<file path="config.mk">
export PLATFORM = sky130hd
export DESIGN_NAME = iigs_disk_ctrl
export DESIGN_NICKNAME = d
export VERILOG_FILES = /design/src/common/iigs_blk_pkg.sv /design/src/common/blk_req_if.sv /design/src/design/iigs_disk_ctrl.sv /design/src/design/blk_arbiter.sv /design/src/floppy/floppy_track_loader.sv /design/src/hdd/hdd_request.sv
export SDC_FILE = /design/constraint.sdc
export NUM_CORES = 1
export LEC_CHECK = 0
export BUFFER_PORTS_ARGS = -buffer_cell sky130_fd_sc_hd__buf_2
export CAP_MARGIN = 20
export CORE_MARGIN = 5
export CORE_UTILIZATION = 30
export DETAILED_ROUTE_END_ITERATION = 8
export GPL_TIMING_DRIVEN = 0
export SLEW_MARGIN = 15
export SYNTH_ARGS = -nofsm -noshare
export SYNTH_HDL_FRONTEND = slang
export SYNTH_HIERARCHICAL = 1
export SYNTH_SLANG_ARGS = --single-unit
</file>
<file path="constraint.sdc">
create_clock -name clk_sys -period 3.5 [get_ports clk_sys]
set_clock_uncertainty 0.1 [all_clocks]
set_input_delay 0.7 -clock clk_sys [delete_from_list [all_inputs] [get_ports clk_sys]]
set_output_delay 0.7 -clock clk_sys [all_outputs]
set_load 0.02 [all_outputs]
</file>
<file path="src/common/iigs_blk_pkg.sv">
package iigs_blk_pkg;

	// Logical block address handed to the host
	typedef logic [31:0] blk_lba_t;

	// Host image index
	// 0 and 1 are the hard-disk units, 2 and 3 the floppy drives
	typedef logic [1:0] blk_dev_t;

	// Sector number as requested by the CPU side
	typedef logic [15:0] hdd_sector_t;

	// ProDOS unit select, two units only
	typedef logic hdd_unit_t;

	// Head position of a floppy drive
	typedef logic [5:0] floppy_track_t;

	// Image size reported with a mount strobe, zero means ejected
	typedef logic [63:0] img_size_t;

	// Hard-disk units served by the sequencer
	localparam int NUM_HDD = 2;

	// Peers sharing the host port
	// Index 0 is the HDD sequencer, 1 and 2 the floppy loaders
	localparam int NUM_CLIENTS = 3;

	// Image index of the first floppy drive
	localparam int FLOPPY_DEV_BASE = 2;

endpackage
</file>
<file path="src/common/blk_req_if.sv">
`timescale 1ns/10ps

interface blk_req_if;
	import iigs_blk_pkg::*;

	// Block address, held stable while rd or wr is up
	blk_lba_t lba;

	// Read and write requests, one at a time
	logic rd;
	logic wr;

	// Rises to take the request, falls when the transfer is done
	logic ack;

	// Requesting side
	modport client (
		output lba,
		output rd,
		output wr,
		input  ack
	);

	// Arbiter side
	modport arbiter (
		input  lba,
		input  rd,
		input  wr,
		output ack
	);

endinterface

</file>
<file path="src/design/iigs_disk_ctrl.sv">
`timescale 1ns/10ps

module iigs_disk_ctrl #(
	parameter int TRACK_BLOCKS = 13
) (
	input  logic                             clk_sys,
	input  logic                             reset,
	input  logic                             hdd_read,
	input  logic                             hdd_write,
	input  iigs_blk_pkg::hdd_unit_t          hdd_unit,
	input  iigs_blk_pkg::hdd_sector_t        hdd_sector,
	input  iigs_blk_pkg::floppy_track_t      fd1_track,
	input  iigs_blk_pkg::floppy_track_t      fd2_track,
	input  logic [3:0]                       img_mounted,
	input  iigs_blk_pkg::img_size_t          img_size,
	input  logic                             img_readonly,
	input  logic                             sd_ack,
	output logic                             hdd_busy,
	output logic [iigs_blk_pkg::NUM_HDD-1:0] hdd_mounted,
	output logic [iigs_blk_pkg::NUM_HDD-1:0] hdd_protect,
	output logic [1:0]                       fd_busy,
	output logic [1:0]                       fd_ready,
	output iigs_blk_pkg::blk_lba_t           sd_lba,
	output logic                             sd_rd,
	output logic                             sd_wr,
	output iigs_blk_pkg::blk_dev_t           sd_dev
);
	import iigs_blk_pkg::*;

	// Unit of the HDD request in flight, tagged onto sd_dev
	hdd_unit_t hdd_active_unit;

	// One request channel per peer
	blk_req_if hdd_bus ();
	blk_req_if fd1_bus ();
	blk_req_if fd2_bus ();

	hdd_request hdd_seq (
		.clk_sys      (clk_sys),
		.reset        (reset),
		.hdd_read     (hdd_read),
		.hdd_write    (hdd_write),
		.hdd_unit     (hdd_unit),
		.hdd_sector   (hdd_sector),
		.img_mounted  (img_mounted[NUM_HDD-1:0]),
		.img_size     (img_size),
		.img_readonly (img_readonly),
		.hdd_busy     (hdd_busy),
		.hdd_mounted  (hdd_mounted),
		.hdd_protect  (hdd_protect),
		.active_unit  (hdd_active_unit),
		.bus          (hdd_bus.client)
	);

	floppy_track_loader #(.TRACK_BLOCKS(TRACK_BLOCKS)) fd1_loader (
		.clk_sys      (clk_sys),
		.reset        (reset),
		.track        (fd1_track),
		.mount_strobe (img_mounted[FLOPPY_DEV_BASE]),
		.img_size     (img_size),
		.busy         (fd_busy[0]),
		.ready        (fd_ready[0]),
		.bus          (fd1_bus.client)
	);

	floppy_track_loader #(.TRACK_BLOCKS(TRACK_BLOCKS)) fd2_loader (
		.clk_sys      (clk_sys),
		.reset        (reset),
		.track        (fd2_track),
		.mount_strobe (img_mounted[FLOPPY_DEV_BASE+1]),
		.img_size     (img_size),
		.busy         (fd_busy[1]),
		.ready        (fd_ready[1]),
		.bus          (fd2_bus.client)
	);

	blk_arbiter arb0 (
		.clk_sys  (clk_sys),
		.reset    (reset),
		.hdd_unit (hdd_active_unit),
		.sd_ack   (sd_ack),
		.hdd_bus  (hdd_bus.arbiter),
		.fd1_bus  (fd1_bus.arbiter),
		.fd2_bus  (fd2_bus.arbiter),
		.sd_lba   (sd_lba),
		.sd_rd    (sd_rd),
		.sd_wr    (sd_wr),
		.sd_dev   (sd_dev)
	);

endmodule

</file>
<file path="src/design/blk_arbiter.sv">
`timescale 1ns/10ps

module blk_arbiter (
	input  logic                    clk_sys,
	input  logic                    reset,
	input  iigs_blk_pkg::hdd_unit_t hdd_unit,
	input  logic                    sd_ack,
	blk_req_if.arbiter              hdd_bus,
	blk_req_if.arbiter              fd1_bus,
	blk_req_if.arbiter              fd2_bus,
	output iigs_blk_pkg::blk_lba_t  sd_lba,
	output logic                    sd_rd,
	output logic                    sd_wr,
	output iigs_blk_pkg::blk_dev_t  sd_dev
);
	import iigs_blk_pkg::*;

	// Client index, 0 is the HDD sequencer
	typedef logic [1:0] client_t;

	typedef enum logic {
		ARB_IDLE,
		ARB_OWNED
	} arb_state_t;

	arb_state_t             state;
	client_t                grant;
	client_t                last_grant;
	client_t                pick;
	blk_dev_t               pick_dev;
	blk_lba_t               lba_in [NUM_CLIENTS];
	logic [NUM_CLIENTS-1:0] rd_in;
	logic [NUM_CLIENTS-1:0] wr_in;
	logic [NUM_CLIENTS-1:0] req;
	logic                   old_ack;

	// Next requester after the last owner, wrapping around
	function automatic client_t next_client(input logic [NUM_CLIENTS-1:0] r,
		input client_t last);
		client_t sel;
		int      idx;
		sel = last;
		// Walk from farthest to nearest so the nearest requester wins
		for (int i = NUM_CLIENTS; i >= 1; i--) begin
			idx = (int'(last) + i) % NUM_CLIENTS;
			if (r[idx])
				sel = client_t'(idx);
		end
		return sel;
	endfunction

	assign rd_in     = {fd2_bus.rd, fd1_bus.rd, hdd_bus.rd};
	assign wr_in     = {fd2_bus.wr, fd1_bus.wr, hdd_bus.wr};
	assign req       = rd_in | wr_in;
	assign lba_in[0] = hdd_bus.lba;
	assign lba_in[1] = fd1_bus.lba;
	assign lba_in[2] = fd2_bus.lba;

	assign pick = next_client(req, last_grant);

	// HDD carries its own unit, floppies map onto images 2 and 3
	assign pick_dev = (pick == 2'd0) ? blk_dev_t'(hdd_unit) :
		blk_dev_t'(FLOPPY_DEV_BASE + int'(pick) - 1);

	// Ack only reaches the owner
	assign hdd_bus.ack = sd_ack & (state == ARB_OWNED) & (grant == 2'd0);
	assign fd1_bus.ack = sd_ack & (state == ARB_OWNED) & (grant == 2'd1);
	assign fd2_bus.ack = sd_ack & (state == ARB_OWNED) & (grant == 2'd2);

	always_ff @(posedge clk_sys) begin
		if (reset) begin
			state      <= ARB_IDLE;
			grant      <= '0;
			last_grant <= client_t'(NUM_CLIENTS - 1);
			old_ack    <= 1'b0;
			sd_rd      <= 1'b0;
			sd_wr      <= 1'b0;
			sd_lba     <= '0;
			sd_dev     <= '0;
		end else begin
			old_ack <= sd_ack;
			case (state)
				ARB_IDLE: begin
					if (|req) begin
						state  <= ARB_OWNED;
						grant  <= pick;
						sd_rd  <= rd_in[pick];
						sd_wr  <= wr_in[pick];
						sd_lba <= lba_in[pick];
						sd_dev <= pick_dev;
					end
				end
				ARB_OWNED: begin
					// Host took the request
					if (sd_ack & ~old_ack) begin
						sd_rd <= 1'b0;
						sd_wr <= 1'b0;
					end else if (~sd_ack & old_ack) begin
						state      <= ARB_IDLE;
						last_grant <= grant;
					end
				end
				default: state <= ARB_IDLE;
			endcase
		end
	end

	// Owner cannot change under a running transfer
	a_grant_hold: assert property (@(posedge clk_sys) disable iff (reset)
		sd_ack |=> $stable(grant));

	a_one_dir: assert property (@(posedge clk_sys) disable iff (reset)
		!(sd_rd && sd_wr));

endmodule

</file>
<file path="src/floppy/floppy_track_loader.sv">
`timescale 1ns/10ps

module floppy_track_loader #(
	parameter int TRACK_BLOCKS = 13
) (
	input  logic                        clk_sys,
	input  logic                        reset,
	input  iigs_blk_pkg::floppy_track_t track,
	input  logic                        mount_strobe,
	input  iigs_blk_pkg::img_size_t     img_size,
	output logic                        busy,
	output logic                        ready,
	blk_req_if.client                   bus
);
	import iigs_blk_pkg::*;

	localparam int CNT_W = (TRACK_BLOCKS > 1) ? $clog2(TRACK_BLOCKS) : 1;

	typedef enum logic [1:0] {
		FD_IDLE,
		FD_REQUEST,
		FD_WAIT_DONE
	} fd_state_t;

	fd_state_t      state;
	floppy_track_t  cur_track;
	logic [CNT_W-1:0] blk_cnt;
	logic           mounted;
	logic           track_valid;
	logic           need_load;
	logic           old_ack;
	logic           rd_q;
	logic           mount_go;
	logic           reload;
	logic           start;
	logic           ack_rise;
	logic           ack_fall;
	logic           last_blk;

	assign ack_rise = bus.ack & ~old_ack;
	assign ack_fall = ~bus.ack & old_ack;
	assign mount_go = mount_strobe & (img_size != '0);
	assign last_blk = (blk_cnt == CNT_W'(TRACK_BLOCKS - 1));

	// New image, a remount held over from a load, or the head moved
	assign reload = mount_go | need_load | (mounted & (track != cur_track));

	// Loads launch from idle or right after a block completes
	assign start = reload & ((state == FD_IDLE) | ((state == FD_WAIT_DONE) & ack_fall));

	// First block of the track is track * TRACK_BLOCKS
	assign bus.lba = blk_lba_t'(cur_track) * blk_lba_t'(TRACK_BLOCKS) + blk_lba_t'(blk_cnt);
	assign bus.rd  = rd_q;
	assign bus.wr  = 1'b0;

	assign busy  = (state != FD_IDLE);
	assign ready = mounted & track_valid & (cur_track == track) & (state == FD_IDLE);

	always_ff @(posedge clk_sys) begin
		if (reset) begin
			state       <= FD_IDLE;
			cur_track   <= '0;
			blk_cnt     <= '0;
			mounted     <= 1'b0;
			track_valid <= 1'b0;
			need_load   <= 1'b0;
			old_ack     <= 1'b0;
			rd_q        <= 1'b0;
		end else begin
			old_ack   <= bus.ack;
			need_load <= (need_load | mount_go) & ~start;
			if (mount_strobe) begin
				mounted     <= (img_size != '0);
				track_valid <= 1'b0;
			end
			if (start) begin
				cur_track   <= track;
				blk_cnt     <= '0;
				rd_q        <= 1'b1;
				track_valid <= 1'b0;
				state       <= FD_REQUEST;
			end else begin
				case (state)
					FD_REQUEST: begin
						if (ack_rise) begin
							rd_q  <= 1'b0;
							state <= FD_WAIT_DONE;
						end
					end
					FD_WAIT_DONE: begin
						if (ack_fall) begin
							// Ejected mid-track, abandon the rest
							if (!mounted) begin
								state <= FD_IDLE;
							end else if (last_blk) begin
								state       <= FD_IDLE;
								track_valid <= 1'b1;
							end else begin
								blk_cnt <= blk_cnt + 1'b1;
								rd_q    <= 1'b1;
								state   <= FD_REQUEST;
							end
						end
					end
					default: state <= FD_IDLE;
				endcase
			end
		end
	end

endmodule

</file>
<file path="src/hdd/hdd_request.sv">
`timescale 1ns/10ps

module hdd_request (
	input  logic                              clk_sys,
	input  logic                              reset,
	input  logic                              hdd_read,
	input  logic                              hdd_write,
	input  iigs_blk_pkg::hdd_unit_t           hdd_unit,
	input  iigs_blk_pkg::hdd_sector_t         hdd_sector,
	input  logic [iigs_blk_pkg::NUM_HDD-1:0]  img_mounted,
	input  iigs_blk_pkg::img_size_t           img_size,
	input  logic                              img_readonly,
	output logic                              hdd_busy,
	output logic [iigs_blk_pkg::NUM_HDD-1:0]  hdd_mounted,
	output logic [iigs_blk_pkg::NUM_HDD-1:0]  hdd_protect,
	output iigs_blk_pkg::hdd_unit_t           active_unit,
	blk_req_if.client                         bus
);
	import iigs_blk_pkg::*;

	typedef enum logic {
		HDD_IDLE,
		HDD_ACTIVE
	} hdd_state_t;

	hdd_state_t  state;
	hdd_sector_t sector_q;
	logic        read_pending;
	logic        write_pending;
	logic        serving_write;
	logic        old_ack;
	logic        rd_q;
	logic        wr_q;
	logic        ack_rise;
	logic        ack_fall;
	logic        new_req;

	assign ack_rise = bus.ack & ~old_ack;
	assign ack_fall = ~bus.ack & old_ack;

	// Fresh request from the CPU side with nothing queued yet
	assign new_req = (hdd_read | hdd_write) & (state == HDD_IDLE) &
		~(read_pending | write_pending);

	assign bus.lba = blk_lba_t'(sector_q);
	assign bus.rd  = rd_q;
	assign bus.wr  = wr_q;

	// Unit and sector captured with the first pulse
	always_ff @(posedge clk_sys) begin
		if (new_req) begin
			active_unit <= hdd_unit;
			sector_q    <= hdd_sector;
		end
	end

	always_ff @(posedge clk_sys) begin
		if (reset) begin
			state         <= HDD_IDLE;
			hdd_busy      <= 1'b0;
			read_pending  <= 1'b0;
			write_pending <= 1'b0;
			serving_write <= 1'b0;
			old_ack       <= 1'b0;
			rd_q          <= 1'b0;
			wr_q          <= 1'b0;
		end else begin
			old_ack <= bus.ack;
			// Pulses seen while busy fold into the queued flags
			read_pending  <= read_pending | hdd_read;
			write_pending <= write_pending | hdd_write;
			case (state)
				HDD_IDLE: begin
					if (read_pending | write_pending) begin
						state         <= HDD_ACTIVE;
						hdd_busy      <= 1'b1;
						// Read goes first when both are queued
						rd_q          <= read_pending;
						wr_q          <= ~read_pending;
						serving_write <= ~read_pending;
					end
				end
				HDD_ACTIVE: begin
					if (ack_rise) begin
						rd_q <= 1'b0;
						wr_q <= 1'b0;
					end else if (ack_fall) begin
						state    <= HDD_IDLE;
						hdd_busy <= 1'b0;
						// Only the served direction is retired
						if (serving_write)
							write_pending <= 1'b0;
						else
							read_pending <= 1'b0;
					end
				end
				default: state <= HDD_IDLE;
			endcase
		end
	end

	// Mount and write-protect state per unit
	always_ff @(posedge clk_sys) begin
		if (reset) begin
			hdd_mounted <= '0;
			hdd_protect <= '0;
		end else begin
			for (int i = 0; i < NUM_HDD; i++) begin
				if (img_mounted[i]) begin
					hdd_mounted[i] <= (img_size != '0);
					hdd_protect[i] <= img_readonly;
				end
			end
		end
	end

	// Host sees one direction at a time
	a_one_dir: assert property (@(posedge clk_sys) disable iff (reset)
		!(bus.rd && bus.wr));

	// Completion from the host releases the CPU wait on the next edge
	a_busy_release: assert property (@(posedge clk_sys) disable iff (reset)
		$fell(bus.ack) |=> !hdd_busy);

endmodule

</file>
==> run_summary.xml <==
<?xml version="1.0" encoding="UTF-8"?>
<metrics>
  <group name="layout">
    <metric name="area.growth.synth_to_final" unit="%">22.8</metric>
    <metric name="post-route-cell-area" unit="sq um">9300</metric>
    <metric name="final_cell_utilization_of_the_core" unit="%">37.2</metric>
    <metric name="final_nets" unit="">1211</metric>
    <metric name="n_antenna_cell" unit="">0</metric>
    <metric name="layout-drive-gt1-share" unit="%">28.4</metric>
    <metric name="fill_cells" unit="">2598</metric>
  </group>
  <group name="drt">
    <metric name="via_count" unit="">6596</metric>
    <metric name="drtIter0Drc" unit="">411</metric>
    <metric name="avgRoutedWirePerCell" unit="um">14.6</metric>
    <metric name="routed_wirelength" unit="um">20000</metric>
    <metric name="drc_errors" unit="">0</metric>
    <metric name="first_pass_iters" unit="">5</metric>
    <metric name="via_per_inst" unit="">4.82</metric>
    <metric name="ant_nets" unit="">0</metric>
  </group>
  <group name="yosys">
    <metric name="synth_top_area_cell" unit="">dfxtp_1</metric>
    <metric name="netlist_area" unit="sq um">7580</metric>
    <metric name="edff_count_synth" unit="">17</metric>
    <metric name="yosys.cell_count.top_type" unit="">dfxtp_1</metric>
    <metric name="synth-seq-area-share" unit="%">30.0</metric>
    <metric name="synth_top_cells_by_count" unit="">88 x dfxtp_1, 66 x ha_1, 61 x buf_4</metric>
    <metric name="yosys_warnings" unit="">6</metric>
    <metric name="synth.area.top_cells" unit="">dfxtp_1 23%, ha_1 11%, edfxtp_1 6.7%, buf_4 6.0%, nor4_1 3.9%</metric>
    <metric name="syn_area_per_cell" unit="sq um">9.25</metric>
    <metric name="synth_async_sr_flop_share" unit="%">0</metric>
    <metric name="syn_inst" unit="">819</metric>
    <metric name="dominantRegCellSynth" unit="">dfxtp_1</metric>
    <metric name="synth_largest_type_area_fraction" unit="%">23.2</metric>
    <metric name="post_synth_num_cell_types" unit="">64</metric>
    <metric name="total_of_flip_flops_plus_latches_after_synthesis" unit="">105</metric>
  </group>
  <group name="floorplanning">
    <metric name="io_pins" unit="">148</metric>
    <metric name="coreArea" unit="sq um">25000</metric>
    <metric name="initial_core_util" unit="%">30.3</metric>
    <metric name="fp.dieH" unit="um">169</metric>
    <metric name="die-width" unit="um">169</metric>
    <metric name="floorplan.die_area" unit="sq um">28500</metric>
    <metric name="num_rows" unit="">58</metric>
  </group>
  <group name="pwr">
    <metric name="p_switching" unit="uW">1230</metric>
    <metric name="power.switching_fraction" unit="%">33.2</metric>
    <metric name="seq_power_share" unit="%">38.7</metric>
    <metric name="pwr_density_cell" unit="nW/um^2">399</metric>
    <metric name="peakVddDrop" unit="V">0.000246</metric>
    <metric name="p_total" unit="uW">3720</metric>
    <metric name="clock_share_of_power" unit="%">30.2</metric>
    <metric name="power_report.internal_total" unit="uW">2480</metric>
    <metric name="share_comb_of_total_power" unit="%">31.2</metric>
    <metric name="p_leak" unit="uW">0.00410</metric>
  </group>
  <group name="outcome">
    <metric name="status" unit="">finished, final reports clean</metric>
  </group>
  <group name="sta">
    <metric name="final_min_period_over_clock_period" unit="%">95.5</metric>
    <metric name="postLayoutSetupSlackWorst" unit="ns">0.158</metric>
    <metric name="worst_hold_check_slack" unit="ns">0.358</metric>
    <metric name="post_route_minimum_period" unit="ns">3.34</metric>
    <metric name="hold_viol" unit="">0</metric>
    <metric name="maxSlewHeadroom" unit="%">39.1</metric>
    <metric name="max_slew.worst_pin.slew" unit="ns">0.914</metric>
    <metric name="final_max_slew_viol_count" unit="">0</metric>
    <metric name="max_freq" unit="MHz">299</metric>
    <metric name="setup_violations" unit="">0</metric>
  </group>
  <group name="clock_tree">
    <metric name="clk_pin_slew_worst_paths" unit="ns">0.08</metric>
    <metric name="clock_path_buffers" unit="">2</metric>
    <metric name="clock-sinks" unit="">105</metric>
    <metric name="cts_inserted_buffers" unit="">9</metric>
    <metric name="clkLatencyLatePin" unit="ns">0.36</metric>
    <metric name="cts.htree.levels" unit="">3</metric>
    <metric name="cts_hold_repair.buffers" unit="">0</metric>
    <metric name="clock_tree_from_tritoncts" unit="">yes</metric>
    <metric name="cell_at_the_root_of_the_clock_tree" unit="">clkbuf_16</metric>
  </group>
  <group name="place">
    <metric name="place_hpwl" unit="um">15800</metric>
    <metric name="detailed_place.area" unit="sq um">8940</metric>
    <metric name="gpl.final_weighted_congestion" unit="">0.837</metric>
    <metric name="port-buffer-count" unit="">147</metric>
    <metric name="dpl_worst_slack" unit="ns">0.148</metric>
  </group>
  <group name="worst_setup_path">
    <metric name="worst_path_max_delay_cell" unit="">fa_1</metric>
    <metric name="critPathMaxFanout" unit="">5</metric>
    <metric name="ff2ff_path_depth" unit="">11</metric>
    <metric name="worst_flop_to_flop_path_startpoint" unit="">fd1_loader/cur_track[0]</metric>
    <metric name="critical_path.most_common_cell" unit="">ha_1</metric>
    <metric name="timing.critical_path.cells" unit="">ha_1 -&gt; ha_1 -&gt; fa_1 -&gt; ha_1 -&gt; a21o_1 -&gt; a21oi_1 -&gt; o21ai_1 -&gt; o41ai_2 -&gt; xnor2_1 -&gt; a32oi_1 -&gt; o221ai_1</metric>
    <metric name="worst-setup-path-type" unit="">flop to flop</metric>
    <metric name="timing.critical_path.slowest_cell_delay" unit="ns">0.46</metric>
    <metric name="crit_path_end_kind" unit="">flop</metric>
    <metric name="critical_path.startpoint_type" unit="">flop</metric>
    <metric name="worst-endpoint-arrival" unit="ns">3.45</metric>
    <metric name="worstPathRequired" unit="ns">3.61</metric>
    <metric name="critical_path.startpoint" unit="">fd1_loader/cur_track[0]</metric>
  </group>
  <group name="global_route">
    <metric name="antenna_violations_before_repair" unit="">6</metric>
    <metric name="maximum_number_of_pins_on_one_net_before_global_route_repair" unit="">18</metric>
    <metric name="grt_pass1_wl" unit="um">32400</metric>
    <metric name="grt_util_all_layers" unit="%">13.8</metric>
    <metric name="globalRouteOverflowTotal" unit="">0</metric>
    <metric name="via_count_of_the_first_global_routing_pass" unit="">6554</metric>
  </group>
  <group name="worst_hold_path">
    <metric name="class_of_the_tightest_hold_or_removal_check" unit="">flop to flop</metric>
    <metric name="holdPathStages" unit="">2</metric>
    <metric name="min-delay-start" unit="">fd1_loader/need_load</metric>
  </group>
  <group name="job">
    <metric name="max_cap_violation_count" unit="">0</metric>
  </group>
</metrics>
-- timing repair --
item,CTS,global route
endpoints found under the setup margin,0,3
buffers inserted,0,0
gates resized for setup,0,4
-- state kept, by name, indices dropped and copies added, names as in the netlist, 2 cells and up --
signal                count
arb0/sd_lba              32
hdd_seq/sector_q         16
fd1_loader/cur_track      6
fd2_loader/cur_track      6
fd1_loader/blk_cnt        4
fd2_loader/blk_cnt        4
arb0/grant                2
arb0/last_grant           2
arb0/sd_dev               2
fd1_loader/state          2
fd2_loader/state          2
hdd_seq/hdd_mounted       2
hdd_seq/hdd_protect       2
-- placed cells by master (no fill, tap or decap), types with 13 or more instances in the layout --
cell type and count:
o221ai_1 18, nor2_1 33, nand2_1 27, xor2_1 14
nor2b_1 22, a21oi_1 17, edfxtp_1 17, inv_1 52
buf_2 154, mux2i_1 20, dfxtp_1 88, ha_1 66
nand2b_1 37, xnor2_1 19, a31oi_1 14, conb_1 60
nor4_1 47, buf_4 61, nand3_1 54, a32oi_1 19
buf_6 13, nand4_1 16
-- per-layer routing --
layer,share of wire (%),up-vias,global-route usage (%)
met4,0.89,12,2.93
met1,48,3059,18.4
li1,-,3348,-
met5,0.38,-,0
met3,5.7,21,3.69
met2,45,156,22.6
-- layout make-up --
cell class	instances	area, sq um	share of cell area (%)
multi-input cells	623	4660	50.1
repair buffers	147	736	7.91
plain buffers	96	696	7.48
well taps	330	413	4.44
inverters	52	195	2.10
clock buffers	12	289	3.11
clock inverters	4	45.0	0.484
flip-flops and latches	105	2270	24.4
-- critical path: cells and delay by family (launching register included) --
kind,cells,cell delay [ns]
XOR/XNOR,1,0.12
AO/OA/AOI/OAI,6,1.15
flip-flops,1,0.45
adder cells (fa/ha/maj),4,1.39
-- worst paths after layout --
path / to / slack [ns]
max: arb0/sd_lba[9] / 0.16
min: fd1_loader/need_load / 0.36
max reg2reg: arb0/sd_lba[9] / 0.16
min reg2reg: fd1_loader/need_load / 0.36
-- through the flow --
stage	TNS [ns]	cells
after floorplan	0	876
after global placement	0	1353
after detailed placement	0	1353
after CTS	0	1369
after global routing	-0.0298	1369
final	0	1369
-- power groups by stage --
stage	logic [uW]	clock network, uW	registers [uW]
3_3_place_gp	1140	0	1460
2_1_floorplan	741	0	1510
6_report	1160	1120	1440
5_1_grt	1290	1200	1450
3_5_place_dp	1160	0	1460
4_1_cts	1160	1150	1440
-- logic make-up after synthesis --
| family | synth area share [%] |
|---|---|
| simple gates | 22.7 |
| compound gates | 16.0 |
| buf+inv | 11.8 |
| flops | 30.0 |
| fa+ha+maj | 13.0 |
| xor+xnor | 3.81 |
| mux | 2.64 |
| other cells | 0.149 |
Note: power is estimated with default switching activity, not from simulation.
